--- src/logic/fft2d_params.svh ---
`ifndef FFT2D_PARAMS_SVH
`define FFT2D_PARAMS_SVH

// tile side, also the point count of every 1D transform
// the butterfly in dft4_lane is written for 4 points only
`define FFT2D_N 4

// input component width, signed
`define FFT2D_IN_W 16

// growth per 4-point pass, log2 of the point count
`define FFT2D_GROW_W 2

`endif

--- src/logic/fft2d_types_pkg.sv ---
`include "fft2d_params.svh"

package fft2d_types_pkg;

  localparam int ROW_W = `FFT2D_IN_W + `FFT2D_GROW_W;     // after row pass
  localparam int COL_W = `FFT2D_IN_W + 2 * `FFT2D_GROW_W; // after column pass

  // raw input sample
  typedef struct packed {
    logic signed [`FFT2D_IN_W-1:0] re;
    logic signed [`FFT2D_IN_W-1:0] im;
  } cplx_in_t;

  // row transform result
  typedef struct packed {
    logic signed [ROW_W-1:0] re;
    logic signed [ROW_W-1:0] im;
  } cplx_row_t;

  // final 2D bin
  typedef struct packed {
    logic signed [COL_W-1:0] re;
    logic signed [COL_W-1:0] im;
  } cplx_col_t;

endpackage

--- src/logic/frame_ctrl_pkg.sv ---
`include "fft2d_params.svh"

package frame_ctrl_pkg;

  typedef logic [$clog2(`FFT2D_N)-1:0]           pos_t; // slot within a row
  typedef logic [$clog2(`FFT2D_N)-1:0]           row_t; // row in the tile
  typedef logic [$clog2(`FFT2D_N*`FFT2D_N)-1:0] bin_t; // bin in the tile

  localparam pos_t LAST_POS = pos_t'(`FFT2D_N - 1);
  localparam row_t LAST_ROW = row_t'(`FFT2D_N - 1);
  localparam bin_t LAST_BIN = bin_t'(`FFT2D_N * `FFT2D_N - 1);

endpackage

--- src/logic/frame_loader.sv ---
`timescale 1ns/1ps
`include "fft2d_params.svh"

module frame_loader (
  input  logic                          clk,
  input  logic                          rst_n_i,
  input  logic                          in_valid_i,  // one sample per strobe
  input  logic signed [`FFT2D_IN_W-1:0] in_re_i,
  input  logic signed [`FFT2D_IN_W-1:0] in_im_i,
  output logic                          row_valid_o, // full row ready
  output fft2d_types_pkg::cplx_in_t     row_vec_o [`FFT2D_N]
);

  frame_ctrl_pkg::pos_t pos_q; // next free slot

  // position counter and row strobe
  always_ff @(posedge clk or negedge rst_n_i)
  begin
    if (!rst_n_i)
    begin
      pos_q       <= '0;  // partial row dropped
      row_valid_o <= 1'b0;
    end
    else
    begin
      row_valid_o <= 1'b0;
      if (in_valid_i)
      begin
        pos_q <= pos_q + 1'b1; // wraps after last slot
        if (pos_q == frame_ctrl_pkg::LAST_POS)
        begin
          row_valid_o <= 1'b1; // row complete
        end
      end
    end
  end

  // sample payload, held until overwritten by the next row
  always_ff @(posedge clk)
  begin
    if (in_valid_i)
    begin
      row_vec_o[pos_q].re <= in_re_i;
      row_vec_o[pos_q].im <= in_im_i;
    end
  end

endmodule

--- config.mk ---
export PLATFORM = sky130hd
export DESIGN_NAME = frame_loader
export DESIGN_NICKNAME = d
export VERILOG_FILES = /design/src/logic/fft2d_types_pkg.sv /design/src/logic/frame_ctrl_pkg.sv /design/src/logic/frame_loader.sv
export VERILOG_INCLUDE_DIRS = /design/src /design/src/logic
export SDC_FILE = /design/constraint.sdc
export NUM_CORES = 1
export LEC_CHECK = 0
export ABC_AREA = 1
export BUFFER_PORTS_ARGS = -buffer_cell sky130_fd_sc_hd__buf_2
export CAP_MARGIN = 10
export CORE_ASPECT_RATIO = 0.5
export CORE_MARGIN = 8
export CORE_UTILIZATION = 30
export DETAILED_ROUTE_END_ITERATION = 8
export GPL_TIMING_DRIVEN = 1
export PLACE_DENSITY = 0.52
export SLEW_MARGIN = 30
export SYNTH_ARGS = -nofsm -noshare
export SYNTH_HDL_FRONTEND = slang
export SYNTH_SLANG_ARGS = --single-unit
export TNS_END_PERCENT = 5
--- constraint.sdc ---
create_clock -name clk -period 2.9 [get_ports clk]
set_clock_uncertainty 0.1 [all_clocks]
set_input_delay 0.29 -clock clk [delete_from_list [all_inputs] [get_ports clk]]
set_output_delay 0.29 -clock clk [all_outputs]
set_load 0.01 [all_outputs]
==> impl_metrics.yaml <==
setup_path:
  cp_max_fo: 27
  crit_required_ns: 2.89
  start_kind: "flip-flop"
  cp.arrival_ns: 1.97
  reg2reg_from: "pos_q[0]"
  timing.rr.end: "row_vec_o[27]"
  r2r_slack_ns: 0.92
  rr_worst_depth: 4
  endpoint_kind: "flip-flop"
  critPathKind: "reg -> reg"
finish:
  final_common_cell: "buf_2"
  diodes: 0
  multi_input_area_um2: 327.8
  design_area_mm2: 0.006299
  seq_area_mm2: 0.003919
  final_cells: 695
  nNetsFinal: 519
  layout_common_cells: "163 x buf_2, 128 x edfxtp_1, 74 x nand2_1"
  drive_above_1_share: 0.3971
  area_growth_pct: 36.72
  n_fill_cell: 1437
cts:
  post_cts_buffers: 0
  cts.path.max_buffers: 2
  clock_sinks: 131
  cts_tree: "yes"
  cts_hold_buf: 9
  cts_max_level: 4
  clk_latency_ns: 0.40
  cts_root_buf: "clkbuf_16"
  cts_buffers: 17
  clk_pin_slew_ns: 0.05
  cts_resized: 0
synthesis:
  post-synth-top-area-cell: "edfxtp_1"
  netlist_area_mm2: 0.004607
  synth_seq_area_share: 0.8506
  synth_top_area_frac: 0.8343
  avgSynthCellArea_um2: 16.00
  syn_nets: 327
  synthCells: 288
  synth.area.top_cells: "edfxtp_1 83%, nand2_1 6.0%, inv_1 5.8%"
  ys_ff_latch: 131
  yosysWarnings: 0
  synth_cell_types: 8
floorplan:
  core_area_mm2: 0.01521
  die_y_um: 103.6
  die_w_um: 191.3
  start_util: 0.3028
  dieArea_mm2: 0.01982
  rows: 32
  io_pins: 164
timing:
  timing.final.crit_share: 0.6823
  fmax_mhz: 505.4
  slew_headroom: 0.6100
  slew_viol_final: 0
  min_period_ns: 1.979
  finalWorstSetupSlack_ns: 0.9214
  tightest_slew_ns: 0.5851
  setup_viol: 0
  setup_tns_ns: 0
  rsz0062_at_grt: "no"
  finalHoldViolCount: 0
detailed_routing:
  ant_nets: 0
  via_per_inst: 3.832
  drc: 0
  dr.pass1.iters: 4
  drt-initial-drc-count: 141
  vias: 2663
  drt-wirelength-per-cell_um: 15.55
  wl_um: 10810
global_route:
  antenna_found_initial: 0
  grt_pass1_wl_um: 16540
  grt_use_total: 0.1119
  grt_max_degree: 28
  grt_pass1_vias: 2848
  overflow: 0
power_and_ir_drop:
  ir_drop_uv: 424.7
  p_total_mw: 5.045
  leakage_nw: 2.992
  power-per-cell-area_mw_per_mm2: 801.0
worst_hold_path:
  min_path_type: "in -> reg"
  min_from: "in_re_i[8]"
  holdPathStages: 1
  hold_path_end: "row_vec_o[88]"
placement:
  hpwl_um: 8180
  place_area_mm2: 0.005677
  gp_congestion: 0.6841
  portBuffers: 163
  dp.cells: 656
  pre_cts_ws_ns: 0.9023
flow_run:
  maxCapViolCount: 0
status:
  status: "complete, no violations"
where the power goes:
group	internal (mW)	leakage, nW	switching, mW	total (mW)
clock network	1.24	0.262	0.690	1.93
logic	0.237	1.50	0.461	0.698
registers	2.36	1.23	0.0588	2.42
total	3.84	2.99	1.21	5.05
flip-flops by register name, indices dropped and copies added (netlist names):
signal,flops
row_valid_o,1
pos_q,2
row_vec_o,128
cells by family (layout without fill, tap and decap cells):
kind of cell | after synthesis | count (layout) | synth area share
fa+ha+maj | 4 | 4 | 0.01086
flops | 131 | 131 | 0.8506
buf+inv | 79 | 282 | 0.07822
simple gates | 74 | 74 | 0.06029
layer usage:
metal  vias to the layer above  part of all wire  GRT usage
met2                        57              0.57     0.2115
met1                      1281              0.37     0.1100
met5                         -                 0          0
met3                         6             0.052    0.03849
li1                       1319                 -          -
met4                         0            0.0080    0.04426
layout make-up:
type / count / share of cell area
Timing Repair Buffer: 181 / 0.1585
Sequential cell: 131 / 0.6222
Tap cell: 204 / 0.04052
Clock buffer: 22 / 0.07052
Clock inverter: 8 / 0.01391
Inverter: 71 / 0.04231
Multi-Input combinational cell: 78 / 0.05205
per-stage QoR:
stage	hold slack [ns]	util
3_3_place_gp	-0.0005802	0.3731
5_1_grt	0.008910	0.4140
3_5_place_dp	-0.001524	0.3731
4_1_cts	0.001167	0.4140
6_report	0.02401	0.4140
2_1_floorplan	-0.1056	-
worst max-delay path, stage by stage, from the launching register on:
cell and delay [ns]:
dfrtp_1 0.39, ha_1 0.55, nand2_1 0.11, inv_1 0.26
buf_12 0.24
how the worst max path moves through the flow:
stage / startpoint / end / slack [ns] / depth (start not counted)
floorplan: pos_q[0] / row_vec_o[32] / 0.86 / 6
global placement: pos_q[0] / row_vec_o[31] / 0.95 / 4
detailed placement: pos_q[0] / row_vec_o[120] / 0.90 / 6
CTS: pos_q[0] / row_vec_o[23] / 0.89 / 4
global route: pos_q[0] / row_vec_o[21] / 0.70 / 4
finish: pos_q[0] / row_vec_o[27] / 0.92 / 4
cell usage after synthesis (all sizes together):
library cell    n
edfxtp        128
nand2          74
inv            71
buf             8
ha              4
dfrtp           3
Power figures use the tool's default switching activity.
