`src/logic/fft2d_params.svh`:
```
`ifndef FFT2D_PARAMS_SVH
`define FFT2D_PARAMS_SVH

// tile side, also the point count of every 1D transform
// the butterfly in dft4_lane is written for 4 points only
`define FFT2D_N 4

// input component width, signed
`define FFT2D_IN_W 16

// growth per 4-point pass, log2 of the point count
`define FFT2D_GROW_W 2

`endif

```
`src/logic/fft2d_types_pkg.sv`:
```
`include "fft2d_params.svh"

package fft2d_types_pkg;

  localparam int ROW_W = `FFT2D_IN_W + `FFT2D_GROW_W;     // after row pass
  localparam int COL_W = `FFT2D_IN_W + 2 * `FFT2D_GROW_W; // after column pass

  // raw input sample
  typedef struct packed {
    logic signed [`FFT2D_IN_W-1:0] re;
    logic signed [`FFT2D_IN_W-1:0] im;
  } cplx_in_t;

  // row transform result
  typedef struct packed {
    logic signed [ROW_W-1:0] re;
    logic signed [ROW_W-1:0] im;
  } cplx_row_t;

  // final 2D bin
  typedef struct packed {
    logic signed [COL_W-1:0] re;
    logic signed [COL_W-1:0] im;
  } cplx_col_t;

endpackage

```
`src/logic/frame_ctrl_pkg.sv`:
```
`include "fft2d_params.svh"

package frame_ctrl_pkg;

  typedef logic [$clog2(`FFT2D_N)-1:0]           pos_t; // slot within a row
  typedef logic [$clog2(`FFT2D_N)-1:0]           row_t; // row in the tile
  typedef logic [$clog2(`FFT2D_N*`FFT2D_N)-1:0] bin_t; // bin in the tile

  localparam pos_t LAST_POS = pos_t'(`FFT2D_N - 1);
  localparam row_t LAST_ROW = row_t'(`FFT2D_N - 1);
  localparam bin_t LAST_BIN = bin_t'(`FFT2D_N * `FFT2D_N - 1);

endpackage

```
`src/logic/corner_turn.sv`:
```
`timescale 1ns/1ps
`include "fft2d_params.svh"

module corner_turn (
  input  logic                       clk,
  input  logic                       rst_n_i,
  input  logic                       row_valid_i, // one transformed row
  input  fft2d_types_pkg::cplx_row_t row_bins_i [`FFT2D_N],
  output logic                       col_valid_o, // whole tile ready
  output fft2d_types_pkg::cplx_row_t col_vec_o  [`FFT2D_N][`FFT2D_N] // [col][row]
);

  fft2d_types_pkg::cplx_row_t tile_q [`FFT2D_N][`FFT2D_N]; // [row][col]
  frame_ctrl_pkg::row_t       row_q;                       // next row slot

  // row counter and tile strobe
  always_ff @(posedge clk or negedge rst_n_i)
  begin
    if (!rst_n_i)
    begin
      row_q       <= '0;
      col_valid_o <= 1'b0;
    end
    else
    begin
      col_valid_o <= 1'b0;
      if (row_valid_i)
      begin
        row_q <= row_q + 1'b1; // wraps to row 0
        if (row_q == frame_ctrl_pkg::LAST_ROW)
        begin
          col_valid_o <= 1'b1; // fourth row stored
        end
      end
    end
  end

  // tile storage, written one row at a time
  always_ff @(posedge clk)
  begin
    if (row_valid_i)
    begin
      tile_q[row_q] <= row_bins_i;
    end
  end

  // read side is a plain transpose, column c is element c of each row
  always_comb
  begin
    for (int c = 0; c < `FFT2D_N; c++)
    begin
      for (int r = 0; r < `FFT2D_N; r++)
      begin
        col_vec_o[c][r] = tile_q[r][c];
      end
    end
  end

endmodule

```
`config.mk`:
```
export PLATFORM = sky130hd
export DESIGN_NAME = corner_turn
export DESIGN_NICKNAME = d
export VERILOG_FILES = /design/src/logic/fft2d_types_pkg.sv /design/src/logic/frame_ctrl_pkg.sv /design/src/logic/corner_turn.sv
export VERILOG_INCLUDE_DIRS = /design/src /design/src/logic
export SDC_FILE = /design/constraint.sdc
export NUM_CORES = 1
export LEC_CHECK = 0
export BUFFER_PORTS_ARGS = -buffer_cell sky130_fd_sc_hd__buf_2
export CORE_AREA = 2 2 284 286
export DETAILED_ROUTE_END_ITERATION = 6
export DIE_AREA = 0 0 286 288
export GPL_TIMING_DRIVEN = 1
export PLACE_DENSITY_LB_ADDON = 0.25
export SETUP_SLACK_MARGIN = 0.4
export SKIP_CTS_REPAIR_TIMING = 1
export SYNTH_ARGS = -nofsm -noshare
export SYNTH_HDL_FRONTEND = slang
export SYNTH_SLANG_ARGS = --single-unit
export TNS_END_PERCENT = 20
```
`constraint.sdc`:
```
create_clock -name clk -period 5.95 [get_ports clk]
set_input_delay 0.595 -clock clk [delete_from_list [all_inputs] [get_ports clk]]
set_output_delay 0.595 -clock clk [all_outputs]
set_load 0.005 [all_outputs]
```
==> impl_metrics.py <==
metrics = {
    "run_status": {
        "status": "completed",
    },
    "floorplanning": {
        "die-height_microns": 288,
        "ios": 724,
        "fp.dieArea_sq_um": 82400,
        "rows": 104,
        "die_w_microns": 286,
        "start_util": 0.220,
        "core_sq_um": 79600,
    },
    "placement": {
        "portBuffers": 723,
        "gp_congestion": 0.768,
        "placed_area_sq_um": 22500,
        "place_inst": 2383,
        "dp_hpwl_microns": 33600,
    },
    "yosys": {
        "synth_cell_types": 7,
        "yosysWarnings": 0,
        "postSynthCellCount": 591,
        "synth.top_cell.area_share": 0.989,
        "syn-num-nets": 742,
        "yosys-top-cells-area": "edfxtp_1, dfrtp_1, ha_1",
        "avgSynthCellArea_sq_um": 29.6,
        "yosysTopAreaCell": "edfxtp_1",
        "ys_ff_latch": 579,
        "synth.cell_area_sq_um": 17500,
        "ys_seq_area_frac": 0.994,
    },
    "global_routing": {
        "grt_max_degree": 80,
        "grt_pass1_vias": 9388,
        "grt_usage": 0.108,
        "antenna_found_initial": 9,
        "overflow": 0,
        "grt_pass1_wl_microns": 65500,
    },
    "route": {
        "vias": 9167,
        "via_per_inst": 3.66,
        "drt_iter0_drc": 473,
        "ant_nets": 0,
        "drc": 0,
        "routed_wl_microns": 48000,
        "drt_pass1_iterations": 4,
        "wl_per_cell_microns": 19.2,
    },
    "clock_network": {
        "cts_buffer_depth": 3,
        "path_clk_slew_ps": 60,
        "cts_max_level": 2,
        "tritoncts": "done",
        "clock_sinks": 579,
        "cts_buffers": 60,
        "root_buffer": "clkbuf_16",
        "clkLatencyLatePin_ps": 620,
    },
    "timing": {
        "finalSetupViolCount": 0,
        "tightest_slew_ps": 938,
        "hold_viol": 0,
        "slew_headroom": 0.375,
        "rsz0062_at_grt": "no",
        "maxSlewViolCount": 0,
        "timing.final.crit_period_ps": 2570,
        "timing.setup.tns_ps": 0,
        "fin_skew_ps": 14.5,
        "timing.fmax_mhz": 388,
        "min_period_over_period": 0.433,
    },
    "critical_path": {
        "crit_type": "reg -> reg",
        "critical-path-top-delay-family": "buffers and inverters",
        "worstSetupEndpointType": "flip-flop",
        "cp_data_arrival_time_ps": 2810,
        "critPathMaxStageDelay_ps": 650,
        "crit_chain": "inv_1 > ha_1 > and2_4 > buf_4 > buf_4",
        "cp_max_fo": 46,
        "critPathSlowestCell": "buf_4",
        "cpMostUsedCell": "buf_4",
        "startpoint_type": "flip-flop",
        "cp.required_ps": 6190,
        "crit_buf_inv": 3,
    },
    "final_layout": {
        "fin_nets": 1537,
        "utilization": 0.307,
        "fill_cells": 7872,
        "fin_area_sq_um": 24500,
        "area_growth_pct": 40.0,
        "drive_gt1_frac": 0.570,
        "fin_cells": 2502,
    },
    "hold_path": {
        "hp-class": "in -> reg",
    },
    "power_and_ir_drop": {
        "power_density_nw_per_um2": 429,
        "vdd_drop_max_uv": 225,
        "leakagePower_nw": 9.24,
    },
    "flow_run": {
        "max_cap_violations": 0,
    },
}
==> per-stage QoR <==
| stage | hold WS [ps] | power, mW | setup slack [ps] |
|---|---|---|---|
| floorplan | 299 | 6.02 | 3120 |
| global placement | 407 | 7.02 | 3270 |
| detailed placement | 413 | 7.02 | 3200 |
| CTS | -264 | 10.7 | 3320 |
| global route | 148 | 11.0 | 3240 |
| finish | 196 | 10.5 | 3380 |
==> final timing paths <==
kind / startpoint / slack, ps / cells after the start / to
setup / recovery: row_q[0] / 3380 / 5 / tile_q[2][98]
setup reg to reg: row_q[0] / 3380 / 5 / tile_q[2][98]
hold reg to reg: row_q[0] / 540 / 1 / row_q[0]
min in group asynchronous: rst_n_i / 340 / 2 / row_q[0]
hold / removal: row_bins_i[130] / 200 / 1 / tile_q[3][130]
max in group asynchronous: rst_n_i / 5480 / 2 / col_valid_o
==> state kept, by name, indices dropped and copies added (netlist names) <==
signal / flops
tile_q: 576
col_valid_o: 1
row_q: 2
==> worst reg2reg max path, stage by stage (launching register included) <==
cell and delay [ps]:
dfrtp_1 420, inv_1 100, ha_1 160, and2_4 300, buf_4 490, buf_4 700
==> layout make-up <==
| class | count | area, sq um | area share |
|---|---|---|---|
| clock buffer | 75 | 1600 | 0.0654 |
| timing repair buffer | 733 | 3730 | 0.153 |
| multi-input combinational | 10 | 109 | 0.00445 |
| tap | 1060 | 1330 | 0.0542 |
| antenna | 7 | 17.5 | 0.000716 |
| sequential | 579 | 17400 | 0.710 |
| inverter | 2 | 7.51 | 0.000307 |
| clock inverter | 36 | 313 | 0.0128 |
==> cell usage in the layout, fill, tap and decap left out, types with 4 or more instances in the layout <==
master / count
ha_1: 4
diode_2: 7
clkbuf_16: 62
bufinv_16: 5
edfxtp_1: 576
buf_2: 723
and2_4: 4
clkbuf_1: 13
buf_4: 6
clkinv_2: 8
clkinv_1: 17
==> layer usage <==
layer	vias up	part of all wire	routed length, microns	global-route usage
met1	4648	0.36	17400	0.118
met2	405	0.53	25500	0.194
met4	2	0.027	1310	0.0440
met3	82	0.079	3810	0.0357
li1	4030	-	-	-
met5	-	0.00027	13	0
==> logic make-up after synthesis <==
group / synth area share
flops: 0.994
fa+ha+maj: 0.00286
xor+xnor: 0.000501
mux: 0.000859
buf+inv: 0.000430
simple gates: 0.00172
==> cells in the mapped netlist <==
master and count:
edfxtp_1 576, ha_1 4, xor2_1 1, inv_1 2, and2_2 4, dfrtp_1 3, mux2_4 1
==> power breakdown <==
part	switching [mW]	internal (mW)	total, mW	leakage (nW)
sequential	0.145	5.34	5.49	5.33
clock	1.52	2.11	3.63	0.933
combinational	0.937	0.455	1.39	2.98
Note: power is estimated with default switching activity, not from simulation.
